===== config.mk =====
export PLATFORM = sky130hd
export DESIGN_NAME = pe_tile_bottom
export DESIGN_NICKNAME = d
export VERILOG_FILES = /design/src/rtl/tile_pkg.sv /design/src/rtl/clb.sv /design/src/rtl/config_decode.sv /design/src/rtl/connect_box.sv /design/src/rtl/pe_tile_bottom.sv /design/src/rtl/switch_box_bottom.sv
export SDC_FILE = /design/constraint.sdc
export NUM_CORES = 1
export LEC_CHECK = 0
export ABC_AREA = 1
export BUFFER_PORTS_ARGS = -buffer_cell sky130_fd_sc_hd__buf_2
export CAP_MARGIN = 40
export CELL_PAD_IN_SITES_DETAIL_PLACEMENT = 0
export CELL_PAD_IN_SITES_GLOBAL_PLACEMENT = 1
export CORE_MARGIN = 5
export CORE_UTILIZATION = 35
export CTS_CLUSTER_DIAMETER = 200
export DETAILED_ROUTE_END_ITERATION = 6
export PLACE_DENSITY = 0.93
export SLEW_MARGIN = 5
export SYNTH_ARGS = -nofsm -noshare
export SYNTH_HDL_FRONTEND = slang
export SYNTH_SLANG_ARGS = --single-unit
export TNS_END_PERCENT = 10

===== constraint.sdc =====
create_clock -name clk -period 3.5 [get_ports clk]
set_clock_uncertainty 0.05 [all_clocks]
set_input_delay 0 -clock clk [delete_from_list [all_inputs] [get_ports clk]]
set_output_delay 0 -clock clk [all_outputs]
set_load 0.02 [all_outputs]

===== src/rtl/tile_pkg.sv =====
package tile_pkg;

	localparam int config_width = 32;

	// configuration address layout.
	localparam int tile_field_lsb = 0;
	localparam int tile_field_width = 16;
	localparam int feature_field_lsb = 16;
	localparam int feature_field_width = 16;

	// feature codes, upper half of the address.
	localparam logic [feature_field_width-1:0] config_sb = 16'd7;
	localparam logic [feature_field_width-1:0] config_cb0 = 16'd6;
	localparam logic [feature_field_width-1:0] config_cb1 = 16'd5;
	localparam logic [feature_field_width-1:0] config_clb = 16'd4;

	// track geometry.
	localparam int num_sides = 4;
	localparam int tracks_per_side = 4;
	localparam int sb_outputs = num_sides * tracks_per_side;

	// select and operation widths.
	localparam int sb_sel_width = 2;
	localparam int cb_sel_width = 3;
	localparam int op_width = 2;

	// switch box code for the compute block output.
	localparam logic [sb_sel_width-1:0] sel_pe = 2'd3;

	// compute block operations.
	localparam logic [op_width-1:0] op_and = 2'd0;
	localparam logic [op_width-1:0] op_or = 2'd1;
	localparam logic [op_width-1:0] op_xor = 2'd2;
	localparam logic [op_width-1:0] op_pass = 2'd3;

	// one configuration data word, read per feature.
	typedef union packed {
		// sixteen selects, side-major, output (s, t) at s * 4 + t.
		logic [sb_outputs-1:0][sb_sel_width-1:0] sb;

		// connect box track select.
		struct packed {
			logic [config_width-cb_sel_width-1:0] unused;
			logic [cb_sel_width-1:0] sel;
		} cb;

		// compute block operation.
		struct packed {
			logic [config_width-op_width-1:0] unused;
			logic [op_width-1:0] op;
		} clb;
	} config_word_u;

endpackage


===== src/rtl/clb.sv =====
module clb (
	input  logic                   clk,
	input  logic                   rst,
	input  logic                   in0,
	input  logic                   in1,
	input  logic                   config_en,
	input  tile_pkg::config_word_u config_data,
	output logic                   out
);

	logic [tile_pkg::op_width-1:0] op_q;
	logic result;

	// operation register, and after reset.
	always_ff @(posedge clk) begin
		if (rst) begin
			op_q <= tile_pkg::op_and;
		end else if (config_en) begin
			op_q <= config_data.clb.op;
		end
	end

	always_comb begin
		case (op_q)
			tile_pkg::op_and: begin
				result = in0 & in1;
			end
			tile_pkg::op_or: begin
				result = in0 | in1;
			end
			tile_pkg::op_xor: begin
				result = in0 ^ in1;
			end
			default: begin
				// op_pass forwards in0.
				result = in0;
			end
		endcase
	end

	// result register, also breaks the routing loop.
	always_ff @(posedge clk) begin
		if (rst) begin
			out <= 1'b0;
		end else begin
			out <= result;
		end
	end

endmodule


===== src/rtl/config_decode.sv =====
module config_decode (
	input  logic [31:0] config_addr,
	input  logic [15:0] tile_id,
	output logic        en_sb,
	output logic        en_cb0,
	output logic        en_cb1,
	output logic        en_clb
);

	logic [tile_pkg::tile_field_width-1:0] tile_field;
	logic [tile_pkg::feature_field_width-1:0] feature_field;
	logic tile_match;

	// split the address into its two fields.
	assign tile_field = config_addr[tile_pkg::tile_field_lsb +: tile_pkg::tile_field_width];
	assign feature_field =
		config_addr[tile_pkg::feature_field_lsb +: tile_pkg::feature_field_width];

	// tile field compared once.
	assign tile_match = (tile_field == tile_id);

	always_comb begin
		en_sb = 1'b0;
		en_cb0 = 1'b0;
		en_cb1 = 1'b0;
		en_clb = 1'b0;
		if (tile_match) begin
			case (feature_field)
				tile_pkg::config_sb: begin
					en_sb = 1'b1;
				end
				tile_pkg::config_cb0: begin
					en_cb0 = 1'b1;
				end
				tile_pkg::config_cb1: begin
					en_cb1 = 1'b1;
				end
				tile_pkg::config_clb: begin
					en_clb = 1'b1;
				end
				default: begin
					// unused feature code, no write.
				end
			endcase
		end
	end

endmodule


===== src/rtl/connect_box.sv =====
module connect_box (
	input  logic                   clk,
	input  logic                   rst,
	input  logic [7:0]             tracks,
	input  logic                   config_en,
	input  tile_pkg::config_word_u config_data,
	output logic                   block_out
);

	logic [tile_pkg::cb_sel_width-1:0] sel_q;

	// select register, track 0 after reset.
	always_ff @(posedge clk) begin
		if (rst) begin
			sel_q <= '0;
		end else if (config_en) begin
			sel_q <= config_data.cb.sel;
		end
	end

	// 8-to-1 track mux.
	always_comb begin
		case (sel_q)
			3'd0: begin
				block_out = tracks[0];
			end
			3'd1: begin
				block_out = tracks[1];
			end
			3'd2: begin
				block_out = tracks[2];
			end
			3'd3: begin
				block_out = tracks[3];
			end
			3'd4: begin
				block_out = tracks[4];
			end
			3'd5: begin
				block_out = tracks[5];
			end
			3'd6: begin
				block_out = tracks[6];
			end
			default: begin
				block_out = tracks[7];
			end
		endcase
	end

endmodule


===== src/rtl/pe_tile_bottom.sv =====
module pe_tile_bottom (
	input  logic                              clk,
	input  logic                              rst,
	input  logic [tile_pkg::config_width-1:0] config_addr,
	input  logic [tile_pkg::config_width-1:0] config_data,
	input  logic [15:0]                       tile_id,
	input  logic in_wire_0_0, in_wire_0_1, in_wire_0_2, in_wire_0_3,
	input  logic in_wire_1_0, in_wire_1_1, in_wire_1_2, in_wire_1_3,
	input  logic in_wire_2_0, in_wire_2_1, in_wire_2_2, in_wire_2_3,
	input  logic in_wire_3_0, in_wire_3_1, in_wire_3_2, in_wire_3_3,
	output logic out_wire_0_0, out_wire_0_1, out_wire_0_2, out_wire_0_3,
	output logic out_wire_1_0,
	output logic out_wire_2_0, out_wire_2_1, out_wire_2_2, out_wire_2_3,
	output logic out_wire_3_0, out_wire_3_1, out_wire_3_2, out_wire_3_3
);

	tile_pkg::config_word_u config_word;
	logic [15:0] in_wires;
	logic [15:0] sb_out;
	logic en_sb, en_cb0, en_cb1, en_clb;
	logic op_0, op_1;
	logic pe_output;

	assign config_word = config_data;

	// pack tracks side-major, bit s * 4 + t.
	assign in_wires = {
		in_wire_3_3, in_wire_3_2, in_wire_3_1, in_wire_3_0,
		in_wire_2_3, in_wire_2_2, in_wire_2_1, in_wire_2_0,
		in_wire_1_3, in_wire_1_2, in_wire_1_1, in_wire_1_0,
		in_wire_0_3, in_wire_0_2, in_wire_0_1, in_wire_0_0
	};

	// side 1 is mostly internal on the bottom edge.
	assign {out_wire_0_3, out_wire_0_2, out_wire_0_1, out_wire_0_0} = sb_out[3:0];
	assign out_wire_1_0 = sb_out[4];
	assign {out_wire_2_3, out_wire_2_2, out_wire_2_1, out_wire_2_0} = sb_out[11:8];
	assign {out_wire_3_3, out_wire_3_2, out_wire_3_1, out_wire_3_0} = sb_out[15:12];

	config_decode decode (
		.config_addr (config_addr),
		.tile_id     (tile_id),
		.en_sb       (en_sb),
		.en_cb0      (en_cb0),
		.en_cb1      (en_cb1),
		.en_clb      (en_clb)
	);

	switch_box_bottom sb (
		.clk         (clk),
		.rst         (rst),
		.in_wires    (in_wires),
		.pe_output   (pe_output),
		.config_en   (en_sb),
		.config_data (config_word),
		.out_wires   (sb_out)
	);

	// tracks 0-3 from the side inputs, 4-7 from the same side's outputs.
	connect_box cb0 (
		.clk         (clk),
		.rst         (rst),
		.tracks      ({sb_out[3:0], in_wires[3:0]}),
		.config_en   (en_cb0),
		.config_data (config_word),
		.block_out   (op_0)
	);

	connect_box cb1 (
		.clk         (clk),
		.rst         (rst),
		.tracks      ({sb_out[7:4], in_wires[7:4]}),
		.config_en   (en_cb1),
		.config_data (config_word),
		.block_out   (op_1)
	);

	clb compute_block (
		.clk         (clk),
		.rst         (rst),
		.in0         (op_0),
		.in1         (op_1),
		.config_en   (en_clb),
		.config_data (config_word),
		.out         (pe_output)
	);

endmodule


===== src/rtl/switch_box_bottom.sv =====
module switch_box_bottom (
	input  logic                   clk,
	input  logic                   rst,
	input  logic [15:0]            in_wires,
	input  logic                   pe_output,
	input  logic                   config_en,
	input  tile_pkg::config_word_u config_data,
	output logic [15:0]            out_wires
);

	logic [tile_pkg::sb_outputs-1:0][tile_pkg::sb_sel_width-1:0] sel_q;

	// all sixteen selects written by one word.
	always_ff @(posedge clk) begin
		if (rst) begin
			sel_q <= '0;
		end else if (config_en) begin
			sel_q <= config_data.sb;
		end
	end

	// one mux per output, side s, track t.
	for (genvar s = 0; s < tile_pkg::num_sides; s++) begin : g_side
		for (genvar t = 0; t < tile_pkg::tracks_per_side; t++) begin : g_track
			logic [tile_pkg::sb_sel_width-1:0] sel;
			logic [3:0] choices;

			assign sel = sel_q[s * tile_pkg::tracks_per_side + t];

			// the other three sides in ascending order, same track.
			assign choices[0] =
				in_wires[((s == 0) ? 1 : 0) * tile_pkg::tracks_per_side + t];
			assign choices[1] =
				in_wires[((s <= 1) ? 2 : 1) * tile_pkg::tracks_per_side + t];
			assign choices[2] =
				in_wires[((s <= 2) ? 3 : 2) * tile_pkg::tracks_per_side + t];

			// last slot is the registered compute result.
			assign choices[tile_pkg::sel_pe] = pe_output;

			assign out_wires[s * tile_pkg::tracks_per_side + t] = choices[sel];
		end
	end

endmodule


* Word-level counts from Yosys, hierarchy flattened
Index checks and enable logic that the tools add are counted.
** Word-level totals
- Bits in registers :: 41
- Input port bits :: 98
- Output and inout bits :: 13
- Logic and storage cells :: 104
** Operators by class
- Magnitude comparators :: 16
- Equal/unequal tests :: 19
- Muxes and demuxes :: 43
- Bitwise logic cells :: 3
- Reduce and logical (&&, ||, !) cells :: 3
** Operators with widths (number)
- 16-bit by 3-bit equality test with 1-bit output (second input constant) :: 4
- 2-bit by 3-bit < comparator with 1-bit output (second input constant) :: 16
- 1-bit binary-select mux with 2-bit select :: 16
- 1-bit two-way mux :: 24
- 3-bit equality test (second input constant) :: 6
- 16-bit equality test :: 1
- 1-bit case mux with 7 select lines :: 2
- 3-bit by 2-bit equality test with 1-bit output (second input constant) :: 4
- 3-bit by 1-bit equality test with 1-bit output (second input constant) :: 2
- 3-bit zero test :: 2
- 1-bit case mux with 3 select lines :: 1
- 2-bit by 1-bit equality test with 1-bit output (second input constant) :: 1
- 2-bit equality test (second input constant) :: 1
- 2-bit zero test :: 1
- 1-bit bitwise AND :: 1
- 1-bit OR :: 1
- 1-bit bitwise XOR :: 1

* Depth between registers and ports, before layout
Gate-level depths: netlist of the first run.
- Depth after elaboration :: 5
- Mapped depth :: 13
- Mapped depth without buffers :: 13

* By module
Synthesis of the first run repeated with hierarchy kept, for this count alone.
** Unflattened totals
- Cell total of the unflattened synthesis :: 495
- Area total of the unflattened synthesis :: 2977.9 µm²
** By module, submodules not included
- switch_box_bottom :: times used 1, cells each 301, area an instance 2011.9 µm², seq. area each 640.6 µm²
- config_decode :: times used 1, cells each 114, area an instance 445.4 µm², seq. area each 0.0 µm²
- connect_box :: times used 2, cells each 28, area an instance 177.7 µm², seq. area each 60.1 µm²
- clb :: times used 1, cells each 24, area an instance 165.2 µm², seq. area each 60.1 µm²

* Worst setup path before layout of the first run
Ideal clock, no wire load.
- Path kind :: register -> register
- Start point :: reg compute_block.out
- End point :: reg compute_block.out
- Library setup time :: 0.056 ns
- Data arrival time :: 1.952 ns
- Data required time :: 3.394 ns
- Slack :: 1.442 ns
- Stages on the path, launching flop included :: 14
- Path buffers :: 1
- Period minus slack after synthesis :: 2.058 ns
- Cell sequence :: dfxtp_1 clkbuf_1 nand2_1 nand2_1 a21oi_1 a21oi_1 nand2_1 nand3_1 inv_1 ha_1 or2_2 a31oi_1 nand2_1 inv_1
** Between the ends
- Longest elaborated chain between the ends :: 5
- Elaborated cells on any way between the ends :: 22
- Classes of those cells :: mux: 19; bitwise: 3
** Ends and longest elaborated chain
- from (decl) :: RTL line clb.sv:8 : output logic out
- from (signal assigned) :: RTL line clb.sv:46 : out <= result;
- 1-bit binary-select mux with 2-bit select * :: RTL line switch_box_bottom.sv:41 : assign out_wires[s * tile_pkg::tracks_per_side + t] = choices[sel];
- 1-bit two-way mux (implied by the code) * :: RTL line switch_box_bottom.sv:41
- via out_wire_0_3 :: RTL line pe_tile_bottom.sv:11 : output logic out_wire_0_0, out_wire_0_1, out_wire_0_2, out_wire_0_3,
- 1-bit case mux with 7 select lines * :: RTL line connect_box.sv:23 : case (sel_q)
- 1-bit bitwise XOR, or another cell as far along :: RTL line clb.sv:32 : result = in0 ^ in1;
- 1-bit case mux with 3 select lines * :: RTL line clb.sv:24 : case (op_q)
The timed path passes the listed nets; every way through them passes the cells marked *. The select of a mux whose other input is x is not followed.
A chain may end at the register's enable or synchronous reset.

* Final worst setup path of the first run
- Start point :: reg compute_block.out
- End point :: reg compute_block.out
** Between the ends
- Longest elaborated chain between the ends :: 5
- Elaborated cells on any way between the ends :: 22
- Classes of those cells :: mux: 19; bitwise: 3
** Ends and longest elaborated chain (RTL line)
- 1-bit binary-select mux with 2-bit select :: switch_box_bottom.sv:41
- 1-bit two-way mux (implied by the code) :: switch_box_bottom.sv:41
- 1-bit case mux with 7 select lines :: connect_box.sv:23
- 1-bit bitwise XOR, or another cell as far along :: clb.sv:32
- 1-bit case mux with 3 select lines * :: clb.sv:24
Mark *: on every way between the ends. The rest lies on a longest branch, timed or not. The select of a mux whose other input is x is not followed.

==> impl_metrics.yaml, run 1 <==
floorplanning:
  die_h_um: 105
  fp.coreArea_um2: 8760
  initial_core_util_pct: 36.1
  num_io_pins: 111
  die_w_um: 105
  row_count: 34
  die_area_um2: 11000
route:
  drt-pass1-iter-count: 5
  postRouteAntennaNets: 0
  num_vias: 3767
  wl_um: 9550
  wl_per_cell_um: 11.8
  drc: 0
  drtIter0Drc: 194
  vias_per_cell: 4.67
status:
  status: "finished clean"
final_layout:
  utilization_pct: 46.5
  syn2layout_area_growth_pct: 29.0
  antenna_cells: 0
  final_common_cell: "nand2_1"
  drive_gt1_share_pct: 18.2
  finalNetCount: 797
  fillers: 925
  layout_common_cells: "nand2_1 (160), inv_1 (142), buf_2 (110)"
cts:
  clock_latency_ps: 290
  cts_buffers: 5
  clk_pin_slew_ps: 80
  root_buffer: "clkbuf_8"
  cts_sinks: 41
  cts_tree: "done"
  cts_max_level: 2
  post_cts_resized: 0
  post_cts_buffers: 0
  cts_hold_buf: 16
  clockBufferDepth: 2
synthesis:
  ys_ff_latch: 41
  synth_area_um2: 3160
  seq_area_frac_synth_pct: 26.0
  synth_ff_type: "dfxtp_1"
  synthesis.nets: 681
  netlist_instances: 581
  synth_edf_count: 0
  ys_types: 23
  synthArstFlopShare_pct: 0
  syn_area_per_cell_um2: 5.44
  ys.warnings.count: 0
job:
  maxCapViolCount: 0
hold_path:
  min_from: "config_data[4]"
  hp-class: "in -> reg"
  hold_path_depth: 5
  min_to: "sb.g_side[0].g_track[2].sel[0]"
worst_setup_path:
  start_kind: "flop"
  r2r_cells: 12
  endpoint_kind: "flop"
  cp.required_ps: 3700
  r2r_end: "compute_block.out"
  cp_data_arrival_time_ps: 2510
  path_class: "reg -> reg"
  reg2reg_from: "compute_block.out"
  critical_path.startpoint: "compute_block.out"
  rrSetupSlack_ps: 1190
  path_max_fanout: 16
timing:
  fin_crit_ps: 2310
  maxSlewHeadroom_pct: 53.3
  rsz0062_at_grt: "false"
  tns_ps: 0
  fin_crit_sh_pct: 66.0
  timing.fmax_mhz: 433
  hold_violations: 0
  setup_viol: 0
  drv_slew: 0
  worst_pin_slew_ps: 699
placement:
  portBuffers: 110
  hpwl_um: 7350
  gp_congestion: 0.865
global_route:
  globalRouteTotalUtil_pct: 17.0
  grt_max_degree: 44
  grt_first_pass_wirelength_um: 15900
  grt_antenna_before_repair: 0
  grt-ovfl-total: 0
  grt_pass1_vias: 3501
pwr:
  power_density_nw_per_um2: 260
  vdd_drop_max_uv: 120
  swShare_pct: 25.5
  p_int_uw: 788
  comb_power_share_pct: 17.6
  clock_power_share_pct: 38.1
  p_switching_uw: 270
  p_leak_uw: 0.00226
  power_frac_seq_pct: 44.4
-- final cells by class --
cell class / instances / area [um^2] / area share [%]
Multi-Input combinational cell: 377 / 1710 / 41.9
Sequential cell: 41 / 821 / 20.1
Timing Repair Buffer: 130 / 761 / 18.7
Inverter: 142 / 533 / 13.1
Tap cell: 108 / 135 / 3.32
Clock buffer: 7 / 86.3 / 2.12
Clock inverter: 1 / 30.0 / 0.737
-- routing by layer --
layer | global-route usage (%) | vias up | wire length, um
met2 | 27.8 | 149 | 4260
met3 | 3.33 | 20 | 717
met5 | 0 | - | 0
li1 | - | 1987 | -
met1 | 22.1 | 1611 | 4340
met4 | 6.39 | 0 | 233
-- power by group through the flow --
stage          logic [uW]  clock network, uW  registers, uW
2_1_floorplan        81.4                  0            478
3_3_place_gp          167                  0            480
3_5_place_dp          173                  0            480
4_1_cts               187                411            469
5_1_grt               210                431            469
6_report              186                403            469
-- synth_stat cells (all sizes together) (2+ instances only) --
cell | n | area, um^2
nand4 | 45 | 282
buf | 19 | 90.1
xor2 | 4 | 35.0
a21oi | 5 | 25.0
nand3 | 26 | 135
o22ai | 9 | 56.3
nor2 | 93 | 374
dfxtp | 41 | 821
clkbuf | 2 | 7.51
nand2 | 160 | 601
ha | 2 | 25.0
nor3 | 7 | 35.0
inv | 142 | 533
and2 | 3 | 18.8
o21ai | 19 | 95.1
-- worst max-delay path, cell delays in order (launching register included) --
cell	delay (ps)
dfxtp_1	770
nand2_1	130
nand2_1	80
a21oi_1	40
a21oi_1	200
nand2_1	120
nand3_1	120
inv_1	60
ha_1	180
or2_2	290
a31oi_1	120
nand2_1	70
inv_1	40
-- state kept, by name, indices dropped and copies added (netlist names) --
| signal | cells |
|---|---|
| compute_block.out | 1 |
| compute_block.op_q | 2 |
| cb1.sel_q | 3 |
| cb0.sel_q | 3 |
| sb.g_side.g_track.sel | 32 |
-- cell families (layout without fill, tap and decap cells) --
logic type / Yosys count / after routing / synth area share (%)
buffers and inverters: 163 / 280 / 20.0
adder cells (fa/ha/maj): 2 / 2 / 0.792
AND/OR/NAND/NOR: 336 / 336 / 46.1
flip-flops: 41 / 41 / 26.0
XOR/XNOR: 4 / 4 / 1.11
AO/OA/AOI/OAI: 35 / 35 / 6.02
-- worst max-delay path by stage --
| stage | end | slack, ps |
|---|---|---|
| detailed placement | compute_block.out | 1260 |
| finish | compute_block.out | 1190 |
| global placement | compute_block.out | 1360 |
| CTS | compute_block.out | 1230 |
| floorplan | compute_block.out | 1440 |
| global route | compute_block.out | 1050 |
-- metrics by stage --
stage	hold WS [ps]	total power, uW	setup slack, ps	cell area [um^2]	cells
after floorplan	95.8	559	1440	3160	581
after global placement	253	647	1360	3770	781
after CTS	3.39	1070	1230	4070	806
final	7.54	1060	1190	4070	806
after global routing	43.4	1110	1050	4070	806
after detailed placement	243	653	1260	3800	782
(Power assumes the default switching activity.)
==> run 2, diff against run 1 <==
- CORE_UTILIZATION: 35 -> 33
- PLACE_DENSITY: 0.93 -> 0.89
- clock period: 3.5 -> 2.31 ns (I/O delays scaled with it)
==> impl_metrics.yaml, run 2 (synthesized netlist as in run 1, its figures left out) <==
pwr:
  vdd_drop_max_uv: 199
  p_leak_uw: 0.00230
  power_density_nw_per_um2: 403
final_layout:
  antenna_cells: 0
  layout.cells.non_filler: 833
  syn2layout_area_growth_pct: 31.7
  layout_common_cells: "nand2_1 (160), inv_1 (142), buf_2 (110)"
  final_common_cell: "nand2_1"
  finalNetCount: 803
  largest_reg_flops: 32
  drive_gt1_share_pct: 18.8
floorplanning:
  initial_core_util_pct: 34.0
  die_w_um: 108
  num_io_pins: 111
  fp.coreArea_um2: 9280
  die_area_um2: 11600
  die_h_um: 108
  row_count: 35
placement:
  place_inst: 807
  hpwl_um: 7260
  portBuffers: 110
  post-place-ws_ps: 215
  gp_congestion: 0.867
cts:
  clockBufferDepth: 2
  clk_pin_slew_ps: 80
  cts_sinks: 41
  root_buffer: "clkbuf_8"
  cts_tree: "done"
  clock_latency_ps: 290
  cts_max_level: 2
  cts_buffers: 5
route:
  drtIter0Drc: 144
  wl_um: 9250
  postRouteAntennaNets: 0
  wl_per_cell_um: 11.1
  drc: 0
  drt-pass1-iter-count: 4
  vias_per_cell: 4.36
  num_vias: 3633
global_route:
  grt_antenna_before_repair: 0
  grt_pass1_vias: 3472
  grt_max_degree: 41
  grt-ovfl-total: 0
  globalRouteTotalUtil_pct: 16.2
  grt_first_pass_wirelength_um: 15500
worst_setup_path:
  endpoint_kind: "flop"
  path_max_fanout: 11
  r2r_end: "compute_block.out"
  slowest_delay_ps: 600
  reg2reg_from: "compute_block.out"
  cp_slowest_cell: "dfxtp_1"
  r2r_cells: 11
  path_class: "reg -> reg"
  cp.required_ps: 2510
  rrSetupSlack_ps: 240
  crit_chain: "buf_4, nand2_1, nand3_1, nand4_1, nand3_1, o21bai_1, ha_1, or2_2, a31oi_1, nand2_1, inv_1"
  start_kind: "flop"
  cp_data_arrival_time_ps: 2270
timing:
  fin_crit_ps: 2070
  timing.fmax_mhz: 483
  holdWs_ps: 8.39
  fin_crit_sh_pct: 89.7
  hold_violations: 0
  worst_pin_slew_ps: 452
  fin_ws_ps: 238
  setup_viol: 0
  drv_slew: 0
  maxSlewHeadroom_pct: 69.8
  tns_ps: 0
  rsz0062_at_grt: "false"
job:
  maxCapViolCount: 0
hold_path:
  hp-class: "in -> reg"
  hold_path_depth: 5
  min_from: "config_data[28]"
  min_to: "sb.g_side[3].g_track[2].sel[0]"
status:
  status: "finished clean"
[run 2: cell type report]
class | count | area, um^2
tap | 129 | 161
timing repair buffer | 136 | 803
clock inverter | 3 | 65.1
inverter | 142 | 533
clock buffer | 5 | 68.8
fill | 1035 | 5120
multi-input combinational | 377 | 1710
sequential | 41 | 821
[run 2: metrics by stage]
| step | cell area [um^2] | total power (uW) | utilization, % |
|---|---|---|---|
| floorplan | 3160 | 847 | - |
| global placement | 3850 | 981 | 41.4 |
| detailed placement | 3850 | 985 | 41.4 |
| CTS | 4160 | 1690 | 44.8 |
| global route | 4160 | 1760 | 44.8 |
| finish | 4160 | 1680 | 44.8 |
[run 2: worst max path at each step]
| stage | from | endpoint | slack [ps] | depth (start not counted) |
|---|---|---|---|---|
| 5_1_grt | compute_block.out | compute_block.out | 4 | 12 |
| 6_report | compute_block.out | compute_block.out | 240 | 11 |
| 2_1_floorplan | compute_block.out | compute_block.out | 250 | 13 |
| 3_3_place_gp | compute_block.out | compute_block.out | 330 | 11 |
| 4_1_cts | compute_block.out | compute_block.out | 200 | 11 |
| 3_5_place_dp | compute_block.out | compute_block.out | 220 | 12 |
[run 2: critical path: cells and delay by family, from the launching register on]
| family | cells | cell delay, ps |
|---|---|---|
| adders and majority gates | 1 | 190 |
| DFF | 1 | 600 |
| and+or+nand+nor | 6 | 680 |
| buffers and inverters | 2 | 280 |
| AOI/OAI and AO/OA | 2 | 230 |
[run 2: where the power goes]
part           total (uW)  internal (uW)  switching (uW)  leakage [uW]
Combinational         282            134             148       0.00190
Sequential            709            707            2.63      0.000330
Clock                 685            429             255     0.0000681
Total                1680           1270             406       0.00230
[run 2: timing repair]
action	CTS	global route
buffers inserted	0	0
hold buffers	18	0
resized for setup	0	0
endpoints found under the hold margin	18	0
[run 2: routing by layer]
metal,GRT usage (%),vias up,wire (um)
met5,0,-,0
met4,4.15,0,125
met3,4.08,10,746
met2,26.9,115,4040
met1,20.9,1507,4330
li1,-,2001,-
==> run 3, diff against run 2 <==
- PLACE_DENSITY: 0.89 -> unset
- PLACE_DENSITY_LB_ADDON: unset -> 0.25
==> impl_metrics.yaml, run 3 (synthesized netlist as in run 1, its figures left out) <==
final_layout:
  finalNetCount: 805
  syn2layout_area_growth_pct: 31.9
  antenna_cells: 0
  layout_common_cells: "nand2_1 (160), inv_1 (142), buf_2 (110)"
  drive_gt1_share_pct: 18.7
  multi_input_area_um2: 1710
  regArea_um2: 821
  final_cell_area_um2: 4170
  utilization_pct: 44.9
  fillers: 1031
  largest_reg_flops: 32
  final_common_cell: "nand2_1"
  layout.cells.non_filler: 835
worst_setup_path:
  start_kind: "flop"
  rrSetupSlack_ps: 260
  path_max_fanout: 10
  cp_data_arrival_time_ps: 2240
  r2r_cells: 13
  cp_slowest_cell: "dfxtp_1"
  r2r_end: "compute_block.out"
  crit_family: "simple AND/OR/NAND/NOR gates"
  critical_path.startpoint: "compute_block.out"
  path_class: "reg -> reg"
  crit_chain: "buf_4, nand2_1, nand3_1, nand3_1, nand2_1, nor2_1, nand3_1, inv_1, ha_1, or2_2, a31oi_1, nand2_1, inv_1"
  endpoint_kind: "flop"
  crit_end: "compute_block.out"
  reg2reg_from: "compute_block.out"
  cp.required_ps: 2500
  slowest_delay_ps: 570
  crit_cells: 13
  cp.buffers_inverters: 3
floorplanning:
  die_h_um: 108
  row_count: 35
  initial_core_util_pct: 34.0
  fp.coreArea_um2: 9280
  die_area_um2: 11600
  die_w_um: 108
  num_io_pins: 111
cts:
  post_cts_resized: 0
  clock_latency_ps: 300
  clk_pin_slew_ps: 80
  clockBufferDepth: 2
  cts_tree: "done"
  cts_buffers: 5
  cts_max_level: 2
  cts_sinks: 41
  root_buffer: "clkbuf_8"
route:
  num_vias: 3695
  wl_um: 9170
  drt-pass1-iter-count: 4
  vias_per_cell: 4.43
  wl_per_cell_um: 11.0
  postRouteAntennaNets: 0
  drc: 0
  drtIter0Drc: 109
timing:
  worst_pin_slew_ps: 409
  fin_crit_sh_pct: 88.8
  tns_ps: 0
  timing.fmax_mhz: 487
  holdWs_ps: -2.40
  rsz0062_at_grt: "false"
  maxSlewHeadroom_pct: 72.7
  drv_slew: 0
  hold_violations: 1
  fin_crit_ps: 2050
  setup_viol: 0
global_route:
  grt-ovfl-total: 0
  grt_pass1_vias: 3616
  grt_antenna_before_repair: 0
  globalRouteTotalUtil_pct: 16.8
  grt_max_degree: 41
  grt_first_pass_wirelength_um: 16000
status:
  status: "finished, violations left"
  violations: "negative hold slack"
placement:
  place_inst: 807
  gp_congestion: 0.803
  portBuffers: 110
  place_area_um2: 3830
  hpwl_um: 7350
pwr:
  p_leak_uw: 0.00230
  power_density_nw_per_um2: 403
  vdd_drop_max_uv: 203
  finalPower_uw: 1680
hold_path:
  hp-class: "in -> reg"
job:
  maxCapViolCount: 0
## run 3: changes by cell type in the layout (fill, tap and decap cells not counted), sizes merged
cell / delta
dlygate4sd3: +2
## run 3: layout make-up
| type | count | share of cell area (%) |
|---|---|---|
| multi-input combinational | 377 | 41.0 |
| timing repair buffer | 138 | 19.5 |
| tap | 129 | 3.87 |
| clock inverter | 3 | 1.56 |
| sequential | 41 | 19.7 |
| inverter | 142 | 12.8 |
| clock buffer | 5 | 1.65 |
## run 3: worst min-delay path by stage
stage	cells after the start	from	end
2_1_floorplan	3	rst	compute_block.out
3_3_place_gp	4	rst	compute_block.out
3_5_place_dp	4	rst	compute_block.out
4_1_cts	5	config_data[3]	sb.g_side[0].g_track[1].sel[1]
5_1_grt	5	config_data[12]	sb.g_side[1].g_track[2].sel[0]
6_report	5	config_data[17]	sb.g_side[2].g_track[0].sel[1]
## run 3: through the flow
step                hold slack (ps)  worst slack, ps
CTS                           0.606              229
finish                        -2.40              258
global route                   10.2             55.9
global placement                241              314
detailed placement              232              262
floorplan                      95.8              252
## run 3: power breakdown
group          internal, uW  switching (uW)
clock                   430             259
sequential              707            2.41
combinational           137             144
## run 3: metal layers
metal / up-vias / global-route usage [%] / share of wire [%]
met5: - / 0 / 0
met4: 0 / 4.60 / 1.4
met3: 10 / 3.48 / 6.6
met2: 112 / 28.4 / 45
met1: 1568 / 21.5 / 47
li1: 2005 / - / -
## run 3: what timing repair did
action | 4_1_cts | 5_1_grt
hold endpoints to repair | 20 | 0
hold buffers | 20 | 0
setup buffers | 0 | 0
## run 3: worst register-to-register path, cell delays in order, from the launching register on
cell,delay (ps)
dfxtp_1,570
buf_4,210
nand2_1,50
nand3_1,90
nand3_1,80
nand2_1,80
nor2_1,50
nand3_1,90
inv_1,50
ha_1,170
or2_2,290
a31oi_1,120
nand2_1,60
inv_1,40
